--- src/merge_pkg.sv ---
////////////////////////////////////////
// widths, counts and result field offsets
// stream word and field typedefs
// merge state enum
////////////////////////////////////////

package merge_pkg;

    // stream and field widths
    localparam int STREAM_W = 128;
    localparam int HALF_W = STREAM_W / 2;
    localparam int SCORE_W = 9;
    localparam int Q_POS_W = 8;
    localparam int T_POS_W = 10;
    localparam int MAX_POS_W = (Q_POS_W > T_POS_W) ? Q_POS_W : T_POS_W;

    // 2 bits per base, so one word holds 64 bases
    localparam int BASES_PER_TX = 64;
    localparam int LOG_BASES_PER_TX = 6;

    // parameter words copied unchanged ahead of the three merged tail words
    localparam int NUM_EXTRA_TX = 3;

    // zero-padded length field at the bottom of a header word
    localparam int LEN_FIELD_W = 16;

    // result word fields, packed from bit 0 upward
    localparam int RES_GSCORE_LSB = 0;
    localparam int RES_GTPOS_LSB = RES_GSCORE_LSB + SCORE_W;
    localparam int RES_LSCORE_LSB = RES_GTPOS_LSB + T_POS_W;
    localparam int RES_LTPOS_LSB = RES_LSCORE_LSB + SCORE_W;
    localparam int RES_LQPOS_LSB = RES_LTPOS_LSB + T_POS_W;

    typedef logic [STREAM_W-1:0] data_word_t;
    typedef logic [STREAM_W-1:0] result_word_t;
    typedef logic signed [SCORE_W-1:0] score_t;
    typedef logic [MAX_POS_W-1:0] pos_t;
    typedef logic [MAX_POS_W-1:0] tx_count_t;

    // record order, one state per section of the side-band record
    typedef enum logic [3:0] {
        WAIT,
        HEADER_Q,
        DATA_Q,
        INFO_T,
        HEADER_T,
        DATA_T,
        LOAD_EXTRA,
        EXTRA,
        Q_BASE,
        T_BASE,
        G_SCORE
    } merge_state_t;

endpackage

--- src/merge_fsm.sv ---
////////////////////////////////////////
// record sequencing state machine
// side-band and result ready, load strobes
////////////////////////////////////////

`timescale 1ns/1ps

module merge_fsm (
    input  logic                     clk,
    input  logic                     rst,
    input  logic                     s1i_valid,
    input  logic                     s2i_valid,
    input  logic                     s1o_valid,
    input  logic                     s1o_rdy,
    input  logic                     last_tx,
    output logic                     s1i_rdy,
    output logic                     s2i_rdy,
    output logic                     take,
    output logic                     load_query,
    output logic                     load_target,
    output logic                     load_extra,
    output merge_pkg::merge_state_t  state
);

    merge_pkg::merge_state_t next_state;

    // the output register can accept a word this cycle
    logic out_free;

    // states that move one side-band word per take
    logic xfer_state;

    ////////////////////////////////////////
    // handshakes and strobes
    ////////////////////////////////////////

    // the register is free when empty or when its word leaves now
    assign out_free = ~s1o_valid | s1o_rdy;

    // WAIT, INFO_T and LOAD_EXTRA never move side-band data
    assign xfer_state = (state != merge_pkg::WAIT) &&
                        (state != merge_pkg::INFO_T) &&
                        (state != merge_pkg::LOAD_EXTRA);

    assign s2i_rdy = xfer_state & out_free;
    assign take = s2i_valid & s2i_rdy;

    // the result word is released with the last tail word of the record
    assign s1i_rdy = (state == merge_pkg::G_SCORE) & take & s1i_valid;

    // lengths are read from the header that sits on the side-band
    assign load_query = (state == merge_pkg::WAIT);
    assign load_target = (state == merge_pkg::INFO_T);
    assign load_extra = (state == merge_pkg::LOAD_EXTRA);

    ////////////////////////////////////////
    // state register
    ////////////////////////////////////////

    always_ff @(posedge clk) begin
        if (rst) begin
            state <= merge_pkg::WAIT;
        end else begin
            state <= next_state;
        end
    end

    ////////////////////////////////////////
    // next state
    ////////////////////////////////////////

    always_comb begin
        next_state = state;
        case (state)
            // start once the result is here and the query header is presented,
            // so that the query length latched in WAIT is a real one
            merge_pkg::WAIT: begin
                if (s1i_valid && s2i_valid) begin
                    next_state = merge_pkg::HEADER_Q;
                end
            end
            // the query header goes out with the local score written into it
            merge_pkg::HEADER_Q: begin
                if (take) begin
                    next_state = merge_pkg::DATA_Q;
                end
            end
            merge_pkg::DATA_Q: begin
                if (take && last_tx) begin
                    next_state = merge_pkg::INFO_T;
                end
            end
            // one cycle to load the target count
            merge_pkg::INFO_T: begin
                next_state = merge_pkg::HEADER_T;
            end
            merge_pkg::HEADER_T: begin
                if (take) begin
                    next_state = merge_pkg::DATA_T;
                end
            end
            merge_pkg::DATA_T: begin
                if (take && last_tx) begin
                    next_state = merge_pkg::LOAD_EXTRA;
                end
            end
            // with no extra words the tail starts right away
            merge_pkg::LOAD_EXTRA: begin
                if (merge_pkg::NUM_EXTRA_TX > 0) begin
                    next_state = merge_pkg::EXTRA;
                end else begin
                    next_state = merge_pkg::Q_BASE;
                end
            end
            merge_pkg::EXTRA: begin
                if (take && last_tx) begin
                    next_state = merge_pkg::Q_BASE;
                end
            end
            // the three merged tail words, one take each
            merge_pkg::Q_BASE: begin
                if (take) begin
                    next_state = merge_pkg::T_BASE;
                end
            end
            merge_pkg::T_BASE: begin
                if (take) begin
                    next_state = merge_pkg::G_SCORE;
                end
            end
            merge_pkg::G_SCORE: begin
                if (take) begin
                    next_state = merge_pkg::WAIT;
                end
            end
            default: begin
                next_state = merge_pkg::WAIT;
            end
        endcase
    end

endmodule

--- src/merge_output.sv ---
////////////////////////////////////////
// merged word formation
// output stream register
////////////////////////////////////////

`timescale 1ns/1ps

module merge_output (
    input  logic                     clk,
    input  logic                     rst,
    input  logic                     take,
    input  logic                     s1o_rdy,
    input  merge_pkg::merge_state_t  state,
    input  merge_pkg::result_word_t  s1i_data,
    input  merge_pkg::data_word_t    s2i_data,
    input  merge_pkg::pos_t          query_len,
    output logic                     s1o_valid,
    output merge_pkg::data_word_t    s1o_data
);

    // result word fields
    merge_pkg::score_t g_score;
    merge_pkg::score_t l_score;
    logic [merge_pkg::T_POS_W-1:0] g_tpos;
    logic [merge_pkg::T_POS_W-1:0] l_tpos;
    logic [merge_pkg::Q_POS_W-1:0] l_qpos;

    merge_pkg::data_word_t next_word;

    assign g_score = s1i_data[merge_pkg::RES_GSCORE_LSB +: merge_pkg::SCORE_W];
    assign g_tpos = s1i_data[merge_pkg::RES_GTPOS_LSB +: merge_pkg::T_POS_W];
    assign l_score = s1i_data[merge_pkg::RES_LSCORE_LSB +: merge_pkg::SCORE_W];
    assign l_tpos = s1i_data[merge_pkg::RES_LTPOS_LSB +: merge_pkg::T_POS_W];
    assign l_qpos = s1i_data[merge_pkg::RES_LQPOS_LSB +: merge_pkg::Q_POS_W];

    ////////////////////////////////////////
    // word for the current state
    ////////////////////////////////////////

    always_comb begin
        next_word = s2i_data;
        case (state)
            // local score above the zero-padded query length
            merge_pkg::HEADER_Q: begin
                next_word = '0;
                next_word[merge_pkg::LEN_FIELD_W +: merge_pkg::SCORE_W] = l_score;
                next_word[merge_pkg::LEN_FIELD_W-1:0] = merge_pkg::LEN_FIELD_W'(query_len);
            end
            // local query end into the upper half, zdrop kept below
            merge_pkg::Q_BASE: begin
                next_word = {merge_pkg::HALF_W'(l_qpos), s2i_data[merge_pkg::HALF_W-1:0]};
            end
            // gtle and tle are replaced, the side-band word is dropped
            merge_pkg::T_BASE: begin
                next_word = {merge_pkg::HALF_W'(g_tpos), merge_pkg::HALF_W'(l_tpos)};
            end
            // max_off kept, global score sign-extended below it
            merge_pkg::G_SCORE: begin
                next_word = {s2i_data[merge_pkg::STREAM_W-1:merge_pkg::HALF_W],
                             {(merge_pkg::HALF_W - merge_pkg::SCORE_W){g_score[merge_pkg::SCORE_W-1]}},
                             g_score};
            end
            default: begin
                next_word = s2i_data;
            end
        endcase
    end

    ////////////////////////////////////////
    // output register
    ////////////////////////////////////////

    // a take refills the register; a departing word without a take empties it
    always_ff @(posedge clk) begin
        if (rst) begin
            s1o_valid <= 1'b0;
        end else if (take) begin
            s1o_valid <= 1'b1;
        end else if (s1o_rdy) begin
            s1o_valid <= 1'b0;
        end
    end

    always_ff @(posedge clk) begin
        if (take) begin
            s1o_data <= next_word;
        end
    end

endmodule

--- src/merge_stream.sv ---
////////////////////////////////////////
// stream merger top level
// result stream plus side-band record in, merged record out
////////////////////////////////////////

`timescale 1ns/1ps

module merge_stream (
    input  logic                     clk,
    input  logic                     rst,

    // alignment result word, held by the source until s1i_rdy
    input  logic                     s1i_valid,
    output logic                     s1i_rdy,
    input  merge_pkg::result_word_t  s1i_data,

    // side-band record stream
    input  logic                     s2i_valid,
    output logic                     s2i_rdy,
    input  merge_pkg::data_word_t    s2i_data,

    // merged output stream
    output logic                     s1o_valid,
    input  logic                     s1o_rdy,
    output merge_pkg::data_word_t    s1o_data
);

    ////////////////////////////////////////
    // internal wires
    ////////////////////////////////////////

    // a side-band word moves in this cycle
    logic take;

    // count load strobes from the controller
    logic load_query;
    logic load_target;
    logic load_extra;

    // one transfer left in the current section
    logic last_tx;

    merge_pkg::merge_state_t state;
    merge_pkg::pos_t query_len;

    // sequences the record and hands out the ready signals
    merge_fsm fsm_i (
        .clk         (clk),
        .rst         (rst),
        .s1i_valid   (s1i_valid),
        .s2i_valid   (s2i_valid),
        .s1o_valid   (s1o_valid),
        .s1o_rdy     (s1o_rdy),
        .last_tx     (last_tx),
        .s1i_rdy     (s1i_rdy),
        .s2i_rdy     (s2i_rdy),
        .take        (take),
        .load_query  (load_query),
        .load_target (load_target),
        .load_extra  (load_extra),
        .state       (state)
    );

    // section lengths and the transfers left in each
    tx_tracker tracker_i (
        .clk         (clk),
        .rst         (rst),
        .s2i_data    (s2i_data),
        .load_query  (load_query),
        .load_target (load_target),
        .load_extra  (load_extra),
        .take        (take),
        .last_tx     (last_tx),
        .query_len   (query_len)
    );

    // merged word and the output register
    merge_output output_i (
        .clk       (clk),
        .rst       (rst),
        .take      (take),
        .s1o_rdy   (s1o_rdy),
        .state     (state),
        .s1i_data  (s1i_data),
        .s2i_data  (s2i_data),
        .query_len (query_len),
        .s1o_valid (s1o_valid),
        .s1o_data  (s1o_data)
    );

endmodule

--- src/tx_tracker.sv ---
////////////////////////////////////////
// section transfer counter
// latched query length
////////////////////////////////////////

`timescale 1ns/1ps

module tx_tracker (
    input  logic                   clk,
    input  logic                   rst,
    input  merge_pkg::data_word_t  s2i_data,
    input  logic                   load_query,
    input  logic                   load_target,
    input  logic                   load_extra,
    input  logic                   take,
    output logic                   last_tx,
    output merge_pkg::pos_t        query_len
);

    // number of base words for a length, rounded up to whole words
    function automatic merge_pkg::tx_count_t words_of(input merge_pkg::pos_t len);
        logic [merge_pkg::MAX_POS_W:0] sum;
        sum = {1'b0, len} + (merge_pkg::MAX_POS_W + 1)'(merge_pkg::BASES_PER_TX - 1);
        return merge_pkg::tx_count_t'(sum >> merge_pkg::LOG_BASES_PER_TX);
    endfunction

    merge_pkg::pos_t q_len_in;
    merge_pkg::pos_t t_len_in;
    merge_pkg::tx_count_t tx_left;

    // set between the target load and the target header take
    logic t_hdr_pend;

    assign q_len_in = merge_pkg::pos_t'(s2i_data[merge_pkg::Q_POS_W-1:0]);
    assign t_len_in = merge_pkg::pos_t'(s2i_data[merge_pkg::T_POS_W-1:0]);

    // a section count covers its header word plus the base words
    always_ff @(posedge clk) begin
        if (rst) begin
            tx_left <= '0;
            t_hdr_pend <= 1'b0;
        end else if (load_query) begin
            tx_left <= words_of(q_len_in) + merge_pkg::tx_count_t'(1);
        end else if (load_target) begin
            tx_left <= words_of(t_len_in) + merge_pkg::tx_count_t'(1);
            t_hdr_pend <= 1'b1;
        end else if (load_extra) begin
            tx_left <= merge_pkg::tx_count_t'(merge_pkg::NUM_EXTRA_TX);
        end else if (take) begin
            // the target header may show up after INFO_T, so the base count
            // is taken again from the header that actually moved
            if (t_hdr_pend) begin
                tx_left <= words_of(t_len_in);
            end else begin
                tx_left <= tx_left - merge_pkg::tx_count_t'(1);
            end
            t_hdr_pend <= 1'b0;
        end
    end

    // query length for the rewritten query header
    always_ff @(posedge clk) begin
        if (load_query) begin
            query_len <= q_len_in;
        end
    end

    assign last_tx = (tx_left == merge_pkg::tx_count_t'(1));

endmodule
--- config.mk ---
export PLATFORM = sky130hd
export DESIGN_NAME = merge_stream
export DESIGN_NICKNAME = d
export VERILOG_FILES = /design/src/merge_pkg.sv /design/src/merge_fsm.sv /design/src/merge_output.sv /design/src/merge_stream.sv /design/src/tx_tracker.sv
export SDC_FILE = /design/constraint.sdc
export NUM_CORES = 1
export LEC_CHECK = 0
export BUFFER_PORTS_ARGS = -buffer_cell sky130_fd_sc_hd__buf_2
export CAP_MARGIN = 10
export CORE_AREA = 4 4 149 151
export DETAILED_ROUTE_END_ITERATION = 16
export DIE_AREA = 0 0 153 155
export PLACE_DENSITY_LB_ADDON = 0.3
export SLEW_MARGIN = 20
export SYNTH_ARGS = -nofsm -noshare
export SYNTH_HDL_FRONTEND = slang
export SYNTH_HIERARCHICAL = 1
export SYNTH_SLANG_ARGS = --single-unit
--- constraint.sdc ---
create_clock -name clk -period 8.3 [get_ports clk]
set_clock_uncertainty 0.2 [all_clocks]
set_input_delay 0 -clock clk [delete_from_list [all_inputs] [get_ports clk]]
set_output_delay 0 -clock clk [all_outputs]
set_load 0.01 [all_outputs]
==> results of run 1 <==
## metal layers
metal	vias up	share of wire [%]	track usage (%)
met4	0	2.1	5.558
met2	234	52	31.51
met5	-	0	0
li1	2854	-	-
met1	2900	40	21.33
met3	29	5.8	3.755
## worst min-delay path by stage
stage,startpoint,end,slack [ps],cells after the start
global route,s1i_data[6],output_i/s1o_data[6]$_DFFE_PP_,70,4
floorplan,rst,fsm_i/state[3]$_SDFFE_PP0P_,-130,1
global placement,s2i_data[4],tracker_i/query_len[4]$_DFFE_PP_,40,1
CTS,s1i_data[6],output_i/s1o_data[6]$_DFFE_PP_,20,4
finish,s1i_data[6],output_i/s1o_data[6]$_DFFE_PP_,40,4
detailed placement,s2i_data[2],tracker_i/query_len[2]$_DFFE_PP_,50,1
## cells in the mapped netlist, drive strengths merged, types with 2 or more instances
| cell | count |
|---|---|
| o31ai | 2 |
| a21oi | 14 |
| nor2b | 3 |
| a31oi | 3 |
| a221o | 20 |
| mux2i | 10 |
| nor3b | 5 |
| xnor2 | 2 |
| nand2b | 3 |
| o211ai | 4 |
| or3 | 3 |
| clkbuf | 15 |
| and2 | 56 |
| xor2 | 7 |
| dfxtp | 16 |
| a22o | 10 |
| nor3 | 10 |
| a21o | 54 |
| and4b | 2 |
| o21ai | 6 |
| ha | 2 |
| o22ai | 2 |
| nor2 | 33 |
| mux2 | 3 |
| or4 | 2 |
| nor4bb | 2 |
| nand4 | 4 |
| nand2 | 13 |
| nor4 | 3 |
| edfxtp | 136 |
| nand3 | 6 |
| a211oi | 2 |
| nand4b | 3 |
| inv | 6 |
| buf | 21 |
## power by group through the flow
stage | logic [mW] | registers [mW] | clock network (mW)
finish | 0.348 | 0.918 | 0.735
global route | 0.380 | 0.923 | 0.786
CTS | 0.347 | 0.918 | 0.759
detailed placement | 0.271 | 0.935 | 0
global placement | 0.268 | 0.933 | 0
floorplan | 0.142 | 0.957 | 0
## area by class of cell
cell class | instances | area, um^2
tap | 275 | 344.1
clock inverter | 14 | 133.9
fill | 1768 | 9931
multi-input combinational | 311 | 2265
timing repair buffer | 485 | 3291
inverter | 6 | 25.02
sequential | 152 | 4404
clock buffer | 18 | 429.2
## worst reg2reg max path, cell delays in order (launching register included)
cell and delay [ps]:
sky130_fd_sc_hd__dfxtp_1 870, sky130_fd_sc_hd__xor2_1 150, sky130_fd_sc_hd__a21oi_1 180, sky130_fd_sc_hd__nor2_1 90
sky130_fd_sc_hd__nor2_4 160, sky130_fd_sc_hd__buf_4 710, sky130_fd_sc_hd__buf_4 770, sky130_fd_sc_hd__a21oi_1 90
sky130_fd_sc_hd__nor2_1 120, sky130_fd_sc_hd__dlygate4sd3_1 540
## cells by family (layout without fill, tap and decap cells)
kind of cell | after synthesis | count (layout)
simple gates | 159 | 159
flops | 152 | 152
compound gates | 126 | 126
buf+inv | 42 | 523
mux | 13 | 13
xor+xnor | 9 | 9
fa+ha+maj | 2 | 2
other cells | 1 | 2
## flip-flops by register name, indices dropped and copies added, names as in the netlist
register,cells
fsm_i/state,4
output_i/s1o_data,128
output_i/s1o_valid,1
tracker_i/query_len,8
tracker_i/t_hdr_pend,1
tracker_i/tx_left,10
==> tab_implementation.tex, run 1 <==
\begin{tabular}{lr}
\hline
Metric & Value \\
\hline
\multicolumn{2}{l}{\textbf{Setup path}} \\
Destination of the worst register-to-register timing path & output\_i/s1o\_valid\$\_SDFFE\_PP0P\_ \\
Cell class contributing the biggest share of worst-path delay & buffers and inverters \\
Category of the worst setup path launch point & register \\
Required arrival time at the worst endpoint & 8460 ps \\
Critical-path cell list & xor2\_1, a21oi\_1, nor2\_1, nor2\_4, buf\_4, buf\_4, a21oi\_1, nor2\_1, dlygate4sd3\_1 \\
Crit path buf inv count & 3 \\
Reg-to-reg setup timing slack & 4380 ps \\
Kind of end point of the critical path & register \\
Largest fanout of any net on the critical path & 74 \\
Startpoint of the most critical register-to-register path & fsm\_i/state[2]\$\_SDFFE\_PP0P\_ \\
Reg2reg path depth & 9 \\
WS Path Type & reg2reg \\
Depth of the critical timing path with buffers and inverters included & 9 \\
Slowest-stage cell, CP & sky130\_fd\_sc\_hd\_\_dfxtp\_1 \\
Data arrival time at the worst-slack endpoint & 4080 ps \\
Termination of the worst setup path & output\_i/s1o\_valid\$\_SDFFE\_PP0P\_ \\
Worst path max stage delay & 870 ps \\
Critical path origin & fsm\_i/state[2]\$\_SDFFE\_PP0P\_ \\
\multicolumn{2}{l}{\textbf{Timing}} \\
Shortest clock period the worst path allows after layout & 3923 ps \\
Relative slew margins & 36.88\% \\
Setup violations, final & 0 \\
Slew at the pin closest to its max-slew limit & 946.7 ps \\
Achievable Freq & 254.9 MHz \\
Period Utilization, post-route & 47.26\% \\
Sum Neg Setup Slack & 0 ps \\
Setup slack of the critical path after layout & 4377 ps \\
Final Max Slew Viols & 0 \\
Setup repair after global routing missed its margin & false \\
Number of hold-slack violations in the final timing report & 0 \\
Final worst hold slack & 40.41 ps \\
\multicolumn{2}{l}{\textbf{Power}} \\
Sequential share of power & 45.9\% \\
Maximum resistive drop on vdd & 0.0001323 V \\
Clock power share & 36.7\% \\
Leakage power & 4.707 nW \\
Power dissipated by switching net loads & 0.5205 mW \\
Cell Int Power & 1.481 mW \\
Overall power & 2.001 mW \\
Share of total power in combinational logic & 17.4\% \\
Fraction of power spent switching nets & 26.01\% \\
Pwr per Cell Area & 183.7 nW/um\^{}2 \\
\multicolumn{2}{l}{\textbf{Yosys}} \\
Share of synthesized area occupied by flip-flops and latches & 64.10\% \\
Mean post-synth cell area & 13.63 um\^{}2 \\
Share of the synthesized area in the top cell type & 59.44\% \\
Yosys warns & 6 \\
Dominant combinational cell family by area after synthesis & simple AND/OR/NAND/NOR gates \\
Post-synthesis register bit count & 152 \\
Number of enable flip-flop cells after synthesis & 136 \\
Synthesized-area fraction occupied by xor and xnor cells & 1.147\% \\
Post-synthesis compound-gate area fraction & 14.46\% \\
Ys async rst share & 0\% \\
Most area-consuming cells after synthesis & sky130\_fd\_sc\_hd\_\_edfxtp\_1 (59\%), sky130\_fd\_sc\_hd\_\_a21o\_1 (5.9\%), sky130\_fd\_sc\_hd\_\_and2\_1 (5.0\%) \\
Mux share of post-synthesis cell area & 1.949\% \\
Yosys cell types & 74 \\
Synth Instances & 504 \\
Adder and majority gate portion of the synthesized area & 0.3642\% \\
Largest area contributor in the synthesized netlist & sky130\_fd\_sc\_hd\_\_edfxtp\_1 \\
Cell Area, Synth & 6870 um\^{}2 \\
Basic-gate share of the synthesized area counting and, or, nand and nor cells & 14.46\% \\
Most frequently used flop master after synthesis & sky130\_fd\_sc\_hd\_\_edfxtp\_1 \\
\multicolumn{2}{l}{\textbf{Drt}} \\
Vias after detailed routing & 6017 \\
Remaining routing DRC violations & 0 \\
1st-iter DRT viols & 422 \\
Routed length per instance & 17.14 um \\
Routed via count divided by cell count & 4.772 \\
Final wirelength & 21610 um \\
DR pass1 iterations & 4 \\
Count of antenna-violating nets left after detailed routing & 0 \\
\multicolumn{2}{l}{\textbf{Cells and area}} \\
Share of post-route cells with drive strength above 1 & 38.34\% \\
Most used cells in the layout excluding fill and tap cells & sky130\_fd\_sc\_hd\_\_buf\_2 (309), sky130\_fd\_sc\_hd\_\_dlygate4sd3\_1 (169), sky130\_fd\_sc\_hd\_\_edfxtp\_1 (136), sky130\_fd\_sc\_hd\_\_a21o\_1 (54), sky130\_fd\_sc\_hd\_\_and2\_1 (54) \\
Number of non-filler instances in the completed layout & 1261 \\
Post-layout instance area & 10890 um\^{}2 \\
Leading cell type in the layout, fill and taps excluded & sky130\_fd\_sc\_hd\_\_buf\_2 \\
Number of diodes & 0 \\
Share of the core filled with cells in the final layout & 52.31\% \\
Number of nets in the final layout & 1236 \\
Layout area overhead & 58.53\% \\
\multicolumn{2}{l}{\textbf{Clocking}} \\
CTS-repair resized insts & 0 \\
\# Post-CTS Setup Buffers & 0 \\
Clock latency reported for the late side of the worst-skew pair & 410 ps \\
Clock tree buffer depth & 2 \\
Number of H-tree branching levels & 4 \\
Clock Pin Slew Worst Setup and Hold Paths & 70 ps \\
Total CTS buffers & 17 \\
Clock tree from TritonCTS & yes \\
CTS root buf & sky130\_fd\_sc\_hd\_\_clkbuf\_16 \\
Sink Count & 152 \\
Quantity of hold-fixing buffers added after cts & 169 \\
\multicolumn{2}{l}{\textbf{GRT}} \\
Overflow left after global routing & 0 \\
First-pass GRT wire length & 33440 um \\
All-layer global routing usage & 17.61\% \\
Vias in the first global route & 6093 \\
Number of antenna violations at the first check in global routing & 0 \\
Pin count of the biggest net entering global routing & 75 \\
\multicolumn{2}{l}{\textbf{Die}} \\
I/O pins & 392 \\
Die Area & 23720 um\^{}2 \\
Number of cell rows & 53 \\
Core Area & 20820 um\^{}2 \\
DIE WIDTH & 153 um \\
Die outline height & 155 um \\
Starting density of the core & 32.99\% \\
\multicolumn{2}{l}{\textbf{Placed design}} \\
Setup Slack @ Placement & 4689 ps \\
Number of cells after detailed placement & 1060 \\
Routability cong. & 0.8177 \\
Standard cell area after detailed placement & 8636 um\^{}2 \\
I/O Buffers & 309 \\
Final HPWL from detailed placement & 14240 um \\
\multicolumn{2}{l}{\textbf{Run status}} \\
Result of the run & finished clean \\
\multicolumn{2}{l}{\textbf{Flow run}} \\
Max-cap violations & 0 \\
\multicolumn{2}{l}{\textbf{Min path}} \\
HP Class & in2reg \\
\hline
\end{tabular}
Power figures use the tool's default switching activity.
==> run 2, diff against run 1 <==
ABC_AREA = 1   (was default)
CORE_AREA = 4 4 151 153   (was 4 4 149 151)
DIE_AREA = 0 0 155 157   (was 0 0 153 155)
clock period = 3.7 ns   (was 8.3 ns; I/O delays follow)
==> run 2 against run 1 <==
Against the previous run: cell count is 21% higher; global-route usage is 0.36 points lower; largest cell class unchanged; setup slack worse by 3500 ps; flip-flop and latch count stayed put; sequential share of layout area is 1.1 points lower; register-to-register slack worse by 3500 ps; die area is 2.6% higher; non-clock buffer count is 1 lower.
==> tab_implementation.tex, run 2 <==
\begin{tabular}{lr}
\hline
Metric & Value \\
\hline
\multicolumn{2}{l}{\textbf{Die}} \\
Starting density of the core & 33.10\% \\
I/O pins & 392 \\
DIE WIDTH & 155 um \\
Die Area & 24340 um\^{}2 \\
Number of cell rows & 54 \\
Die outline height & 157 um \\
Core Area & 21550 um\^{}2 \\
\multicolumn{2}{l}{\textbf{GRT}} \\
Overflow left after global routing & 0 \\
Pin count of the biggest net entering global routing & 124 \\
All-layer global routing usage & 17.25\% \\
Number of antenna violations at the first check in global routing & 0 \\
First-pass GRT wire length & 33680 um \\
Vias in the first global route & 6678 \\
\multicolumn{2}{l}{\textbf{Clocking}} \\
Sink Count & 152 \\
Clock tree buffer depth & 2 \\
Clock Pin Slew Worst Setup and Hold Paths & 70 ps \\
CTS root buf & sky130\_fd\_sc\_hd\_\_clkbuf\_16 \\
Clock tree from TritonCTS & yes \\
Total CTS buffers & 17 \\
Number of H-tree branching levels & 4 \\
Clock latency reported for the late side of the worst-skew pair & 410 ps \\
\multicolumn{2}{l}{\textbf{Setup path}} \\
Data arrival time at the worst-slack endpoint & 2810 ps \\
Startpoint of the most critical register-to-register path & fsm\_i/state[1]\$\_SDFFE\_PP0P\_ \\
Kind of end point of the critical path & register \\
WS Path Type & reg2reg \\
Slowest-stage cell, CP & sky130\_fd\_sc\_hd\_\_nor2\_2 \\
Worst path max stage delay & 560 ps \\
Reg-to-reg setup timing slack & 850 ps \\
Crit path buf inv count & 1 \\
Critical-path cell list & nor2\_2, nand2\_1, nand2\_1, nand2\_4, nand2\_1, nand2\_1, dlygate4sd3\_1 \\
Required arrival time at the worst endpoint & 3660 ps \\
Cell class contributing the biggest share of worst-path delay & simple AND/OR/NAND/NOR gates \\
Category of the worst setup path launch point & register \\
Cell seen most often among critical-path stages & sky130\_fd\_sc\_hd\_\_nand2\_1 \\
Critical path origin & fsm\_i/state[1]\$\_SDFFE\_PP0P\_ \\
Largest fanout of any net on the critical path & 64 \\
\multicolumn{2}{l}{\textbf{Yosys}} \\
Synth Instances & 752 \\
Most area-consuming cells after synthesis & sky130\_fd\_sc\_hd\_\_edfxtp\_1 (57\%), sky130\_fd\_sc\_hd\_\_nand2\_1 (15\%), sky130\_fd\_sc\_hd\_\_inv\_1 (5.5\%) \\
Number of enable flip-flop cells after synthesis & 136 \\
Basic-gate share of the synthesized area counting and, or, nand and nor cells & 25.82\% \\
Yosys warns & 6 \\
Yosys cell types & 39 \\
Mux share of post-synthesis cell area & 0\% \\
Cell Area, Synth & 7133 um\^{}2 \\
Largest area contributor in the synthesized netlist & sky130\_fd\_sc\_hd\_\_edfxtp\_1 \\
Most frequently used flop master after synthesis & sky130\_fd\_sc\_hd\_\_edfxtp\_1 \\
Dominant combinational cell family by area after synthesis & simple AND/OR/NAND/NOR gates \\
Adder and majority gate portion of the synthesized area & 0.3508\% \\
Mean post-synth cell area & 9.485 um\^{}2 \\
Share of synthesized area occupied by flip-flops and latches & 61.74\% \\
Most used standard cells in the synthesized netlist & sky130\_fd\_sc\_hd\_\_nand2\_1 (279), sky130\_fd\_sc\_hd\_\_edfxtp\_1 (136), sky130\_fd\_sc\_hd\_\_inv\_1 (104) \\
Ys async rst share & 0\% \\
Post-synthesis register bit count & 152 \\
Post-synthesis compound-gate area fraction & 3.175\% \\
Share of the synthesized area in the top cell type & 57.25\% \\
Synthesized-area fraction occupied by xor and xnor cells & 0.3684\% \\
Most common cell in the netlist & sky130\_fd\_sc\_hd\_\_nand2\_1 \\
\multicolumn{2}{l}{\textbf{Cells and area}} \\
Share of post-route cells with drive strength above 1 & 30.92\% \\
Number of nets in the final layout & 1492 \\
Most used cells in the layout excluding fill and tap cells & sky130\_fd\_sc\_hd\_\_buf\_2 (309), sky130\_fd\_sc\_hd\_\_nand2\_1 (279), sky130\_fd\_sc\_hd\_\_dlygate4sd3\_1 (171), sky130\_fd\_sc\_hd\_\_edfxtp\_1 (136), sky130\_fd\_sc\_hd\_\_inv\_1 (102) \\
Leading cell type in the layout, fill and taps excluded & sky130\_fd\_sc\_hd\_\_buf\_2 \\
Number of diodes & 0 \\
Largest registers & output\_i/s1o\_data: 128 flops, tracker\_i/tx\_left: 10 flops, tracker\_i/query\_len: 8 flops \\
Max FFs per register & 128 \\
Largest Register & output\_i/s1o\_data \\
Share of the core filled with cells in the final layout & 52.03\% \\
Number of non-filler instances in the completed layout & 1522 \\
Layout area overhead & 57.20\% \\
\multicolumn{2}{l}{\textbf{Power}} \\
Maximum resistive drop on vdd & 0.0004064 V \\
Pwr per Cell Area & 686.4 nW/um\^{}2 \\
Leakage power & 5.643 nW \\
\multicolumn{2}{l}{\textbf{Drt}} \\
Final wirelength & 21760 um \\
1st-iter DRT viols & 411 \\
Routed length per instance & 14.30 um \\
Remaining routing DRC violations & 0 \\
Routed via count divided by cell count & 4.449 \\
Vias after detailed routing & 6771 \\
DR pass1 iterations & 5 \\
Count of antenna-violating nets left after detailed routing & 0 \\
\multicolumn{2}{l}{\textbf{Timing}} \\
Setup repair after global routing missed its margin & false \\
Final Max Slew Viols & 0 \\
Period Utilization, post-route & 77.14\% \\
Achievable Freq & 350.4 MHz \\
Shortest clock period the worst path allows after layout & 2854 ps \\
Slew at the pin closest to its max-slew limit & 896.8 ps \\
Relative slew margins & 39.89\% \\
Setup violations, final & 0 \\
Number of hold-slack violations in the final timing report & 0 \\
\multicolumn{2}{l}{\textbf{Placed design}} \\
Final HPWL from detailed placement & 14460 um \\
Routability cong. & 0.7840 \\
Number of cells after detailed placement & 1319 \\
I/O Buffers & 309 \\
\multicolumn{2}{l}{\textbf{Min path}} \\
HP Class & in2reg \\
Beginning of the worst hold path & s2i\_data[1] \\
\multicolumn{2}{l}{\textbf{Flow run}} \\
Max-cap violations & 0 \\
\multicolumn{2}{l}{\textbf{Run status}} \\
Result of the run & finished clean \\
\hline
\end{tabular}
-- run 2: kinds of logic (layout without fill, tap and decap cells) --
kind of cell,count (synthesis),in the layout
other,1,2
AND/OR/NAND/NOR,418,418
AO/OA/AOI/OAI,40,40
adder cells (fa/ha/maj),2,2
buffers and inverters,136,625
XOR/XNOR,3,3
flip-flops,152,152
-- run 2: final timing paths --
| path | end | depth (start not counted) |
|---|---|---|
| hold reg to reg | tracker_i/tx_left[0]$_SDFFE_PP0P_ | 2 |
| setup / recovery | output_i/s1o_data[22]$_DFFE_PP_ | 7 |
| hold / removal | tracker_i/query_len[1]$_DFFE_PP_ | 2 |
| setup reg to reg | output_i/s1o_data[22]$_DFFE_PP_ | 7 |
-- run 2: metrics by stage --
step / setup WS (ps) / hold WS (ps) / total power, mW / TNS, ps / cell area [um^2]
floorplan: -40.18 / -130.9 / 4.831 / -134.4 / 7159
global placement: 1316 / 17.48 / 5.702 / 0 / 8910
detailed placement: 1299 / 17.33 / 5.751 / 0 / 8910
CTS: 816.3 / 109.6 / 7.782 / 0 / 11210
global route: 627.8 / 127.3 / 8.248 / 0 / 11210
finish: 846.0 / 131.3 / 7.696 / 0 / 11210
-- run 2: what timing repair did --
item,in CTS,in global routing
gates resized for setup,0,0
setup buffers,0,0
hold endpoints to repair,152,0
hold buffers,171,0
-- run 2: cell type report --
| cell class | instances | area, um^2 |
|---|---|---|
| Fill cell | 1996 | 10340 |
| Sequential cell | 152 | 4414 |
| Timing Repair Buffer | 484 | 3301 |
| Multi-Input combinational cell | 465 | 2143 |
| Clock buffer | 17 | 425.4 |
| Inverter | 109 | 412.9 |
| Tap cell | 280 | 350.3 |
| Clock inverter | 15 | 166.4 |
-- run 2: power breakdown --
part	internal (mW)	total, mW	switching [mW]
clock	0.959	1.74	0.781
combinational	1.13	3.03	1.90
sequential	2.70	2.92	0.217
total	4.79	7.70	2.90
-- run 2: routing by layer --
layer / global-route usage (%) / part of all wire (%) / wire [um] / up-vias
met5: 0 / 0 / 0 / -
met4: 6.013 / 2.2 / 488 / 0
met3: 3.987 / 6.5 / 1409 / 34
met2: 31.48 / 52 / 11300 / 253
met1: 19.87 / 39 / 8559 / 3112
li1: - / - / - / 3372
-- run 2: worst register-to-register path, cell delays in order (launching register included) --
cell and delay, ps:
sky130_fd_sc_hd__dfxtp_4 400, sky130_fd_sc_hd__nor2_2 560, sky130_fd_sc_hd__nand2_1 100, sky130_fd_sc_hd__nand2_1 140, sky130_fd_sc_hd__nand2_4 360, sky130_fd_sc_hd__nand2_1 240
sky130_fd_sc_hd__nand2_1 70, sky130_fd_sc_hd__dlygate4sd3_1 550
==> run 3, diff against run 2 <==
clock period = 3 ns   (was 3.7 ns; I/O delays follow)
==> run 3 against run 2 <==
Against the previous run: non-clock buffer count increased by 4; clock power increased by 28%; total power rose by 25%; design area rose by 0.82%; combinational power is 25% higher; sequential share of layout area decreased by 0.32 points; global-route usage up 0.17 points; register-to-register slack worse by 610 ps; count of clock-buffer cells in the layout is the same; critical path depth grew 1; setup slack got worse by 610 ps; critical endpoint is now output_i/s1o_data[21]$_DFFE_PP_; largest cell class unchanged.
==> tab_implementation.tex, run 3 (same netlist as run 2, synthesis figures left out) <==
\begin{tabular}{lr}
\hline
Metric & Value \\
\hline
\multicolumn{2}{l}{\textbf{Cells and area}} \\
Share of post-route cells with drive strength above 1 & 31.06\% \\
Layout area overhead & 58.50\% \\
Max FFs per register & 128 \\
Largest Register & output\_i/s1o\_data \\
Most used cells in the layout excluding fill and tap cells & sky130\_fd\_sc\_hd\_\_buf\_2 (309), sky130\_fd\_sc\_hd\_\_nand2\_1 (279), sky130\_fd\_sc\_hd\_\_dlygate4sd3\_1 (173), sky130\_fd\_sc\_hd\_\_edfxtp\_1 (136), sky130\_fd\_sc\_hd\_\_inv\_1 (102) \\
Fill cell instance count of the final layout & 1946 \\
Largest registers & output\_i/s1o\_data: 128 flops, tracker\_i/tx\_left: 10 flops, tracker\_i/query\_len: 8 flops \\
Leading cell type in the layout, fill and taps excluded & sky130\_fd\_sc\_hd\_\_buf\_2 \\
Number of nets in the final layout & 1496 \\
\multicolumn{2}{l}{\textbf{Placed design}} \\
Routability cong. & 0.8104 \\
I/O Buffers & 309 \\
Final HPWL from detailed placement & 14470 um \\
\multicolumn{2}{l}{\textbf{Clocking}} \\
Sink Count & 152 \\
Number of H-tree branching levels & 4 \\
Clock tree buffer depth & 2 \\
Total CTS buffers & 17 \\
\# Post-CTS Setup Buffers & 0 \\
CTS root buf & sky130\_fd\_sc\_hd\_\_clkbuf\_16 \\
Clock tree from TritonCTS & yes \\
Clock latency reported for the late side of the worst-skew pair & 420 ps \\
Clock Pin Slew Worst Setup and Hold Paths & 70 ps \\
\multicolumn{2}{l}{\textbf{Timing}} \\
Slew at the pin closest to its max-slew limit & 907.0 ps \\
Final worst hold slack & 72.33 ps \\
Period Utilization, post-route & 92.17\% \\
Final Max Slew Viols & 0 \\
Sum Neg Setup Slack & 0 ps \\
Shortest clock period the worst path allows after layout & 2765 ps \\
Setup repair after global routing missed its margin & false \\
Achievable Freq & 361.6 MHz \\
Setup violations, final & 0 \\
Number of hold-slack violations in the final timing report & 0 \\
Relative slew margins & 39.31\% \\
\multicolumn{2}{l}{\textbf{Drt}} \\
Vias after detailed routing & 6770 \\
Final wirelength & 22050 um \\
Routed length per instance & 14.44 um \\
Routed via count divided by cell count & 4.434 \\
Remaining routing DRC violations & 0 \\
DR pass1 iterations & 5 \\
1st-iter DRT viols & 485 \\
Count of antenna-violating nets left after detailed routing & 0 \\
\multicolumn{2}{l}{\textbf{Setup path}} \\
WS Path Type & reg2reg \\
Data arrival time at the worst-slack endpoint & 2750 ps \\
Slowest-stage cell, CP & sky130\_fd\_sc\_hd\_\_dlygate4sd3\_1 \\
Cell class contributing the biggest share of worst-path delay & simple AND/OR/NAND/NOR gates \\
Reg2reg path depth & 8 \\
Category of the worst setup path launch point & register \\
Largest fanout of any net on the critical path & 64 \\
Required arrival time at the worst endpoint & 2980 ps \\
Worst path max stage delay & 570 ps \\
Critical-path cell list & inv\_2, nor2\_2, nand2\_1, nand2\_1, nand2\_8, nand2\_1, nand2\_1, dlygate4sd3\_1 \\
Cell seen most often among critical-path stages & sky130\_fd\_sc\_hd\_\_nand2\_1 \\
Depth of the critical timing path with buffers and inverters included & 8 \\
Crit path buf inv count & 2 \\
Kind of end point of the critical path & register \\
\multicolumn{2}{l}{\textbf{Die}} \\
Number of cell rows & 54 \\
I/O pins & 392 \\
Starting density of the core & 33.10\% \\
Die outline height & 157 um \\
Die Area & 24340 um\^{}2 \\
DIE WIDTH & 155 um \\
Core Area & 21550 um\^{}2 \\
\multicolumn{2}{l}{\textbf{Power}} \\
Leakage power & 5.675 nW \\
Maximum resistive drop on vdd & 0.0005172 V \\
Pwr per Cell Area & 849.6 nW/um\^{}2 \\
\multicolumn{2}{l}{\textbf{Run status}} \\
Result of the run & finished clean \\
\multicolumn{2}{l}{\textbf{GRT}} \\
All-layer global routing usage & 17.42\% \\
Pin count of the biggest net entering global routing & 79 \\
Overflow left after global routing & 0 \\
First-pass GRT wire length & 33620 um \\
Vias in the first global route & 6667 \\
Number of antenna violations at the first check in global routing & 0 \\
\multicolumn{2}{l}{\textbf{Min path}} \\
Hold-critical path depth & 3 \\
HP Class & in2reg \\
\multicolumn{2}{l}{\textbf{Flow run}} \\
Max-cap violations & 0 \\
\hline
\end{tabular}
[run 3: cell types whose count changed in the layout (fill, tap and decap cells not counted), sizes merged]
cell         change
buf              +2
dlygate4sd3      +2
clkinv           -1
diode            +1
inv              +1
[run 3: through the flow]
step	cells	cell area, um^2	worst slack [ps]	power [mW]	util (%)
2_1_floorplan	753	7159	-740.2	5.958	-
3_3_place_gp	1321	8937	640.9	7.051	41.47
3_5_place_dp	1321	8937	621.2	7.112	41.47
4_1_cts	1526	11290	105.8	9.702	52.40
5_1_grt	1526	11300	76.05	10.29	52.44
6_report	1527	11310	234.8	9.605	52.46
[run 3: layer usage]
metal,up-vias,global-route usage [%],part of all wire (%)
met5,-,0,0
met4,0,7.275,3.0
met3,45,4.152,6.1
met2,253,30.96,51
met1,3089,20.19,40
li1,3383,-,-
[run 3: worst paths after layout]
check	startpoint	to	slack (ps)
worst max-delay path	fsm_i/state[3]$_SDFFE_PP0P_	output_i/s1o_data[21]$_DFFE_PP_	230
worst min register to register	tracker_i/tx_left[0]$_SDFFE_PP0P_	tracker_i/tx_left[0]$_SDFFE_PP0P_	290
worst min-delay path	s1i_data[8]	output_i/s1o_data[53]$_DFFE_PP_	70
worst max register to register	fsm_i/state[3]$_SDFFE_PP0P_	output_i/s1o_data[21]$_DFFE_PP_	230
[run 3: area by class of cell]
type / count / area, um^2 / share of cell area, %
Multi-Input combinational cell: 465 / 2152 / 19.04
Antenna cell: 1 / 2.502 / 0.02213
Inverter: 109 / 412.9 / 3.652
Sequential cell: 152 / 4414 / 39.04
Timing Repair Buffer: 488 / 3348 / 29.61
Tap cell: 280 / 350.3 / 3.099
Clock inverter: 15 / 200.2 / 1.771
Clock buffer: 17 / 425.4 / 3.763
[run 3: what timing repair did]
item / CTS / global route
endpoints found under the hold margin: 152 / 0
gates resized for setup: 0 / 1
hold buffers: 173 / 0
setup endpoints to repair: 0 / 7
[run 3: report_power, final]
group | switching, mW | internal (mW)
registers | 0.263 | 3.33
logic | 2.37 | 1.42
clock network | 1.01 | 1.21
[run 3: worst reg2reg max path: cells and delay by family (launching register included)]
kind	cells	cell delay, ps
DFF	1	440
buffers and inverters	2	620
and+or+nand+nor	6	1270
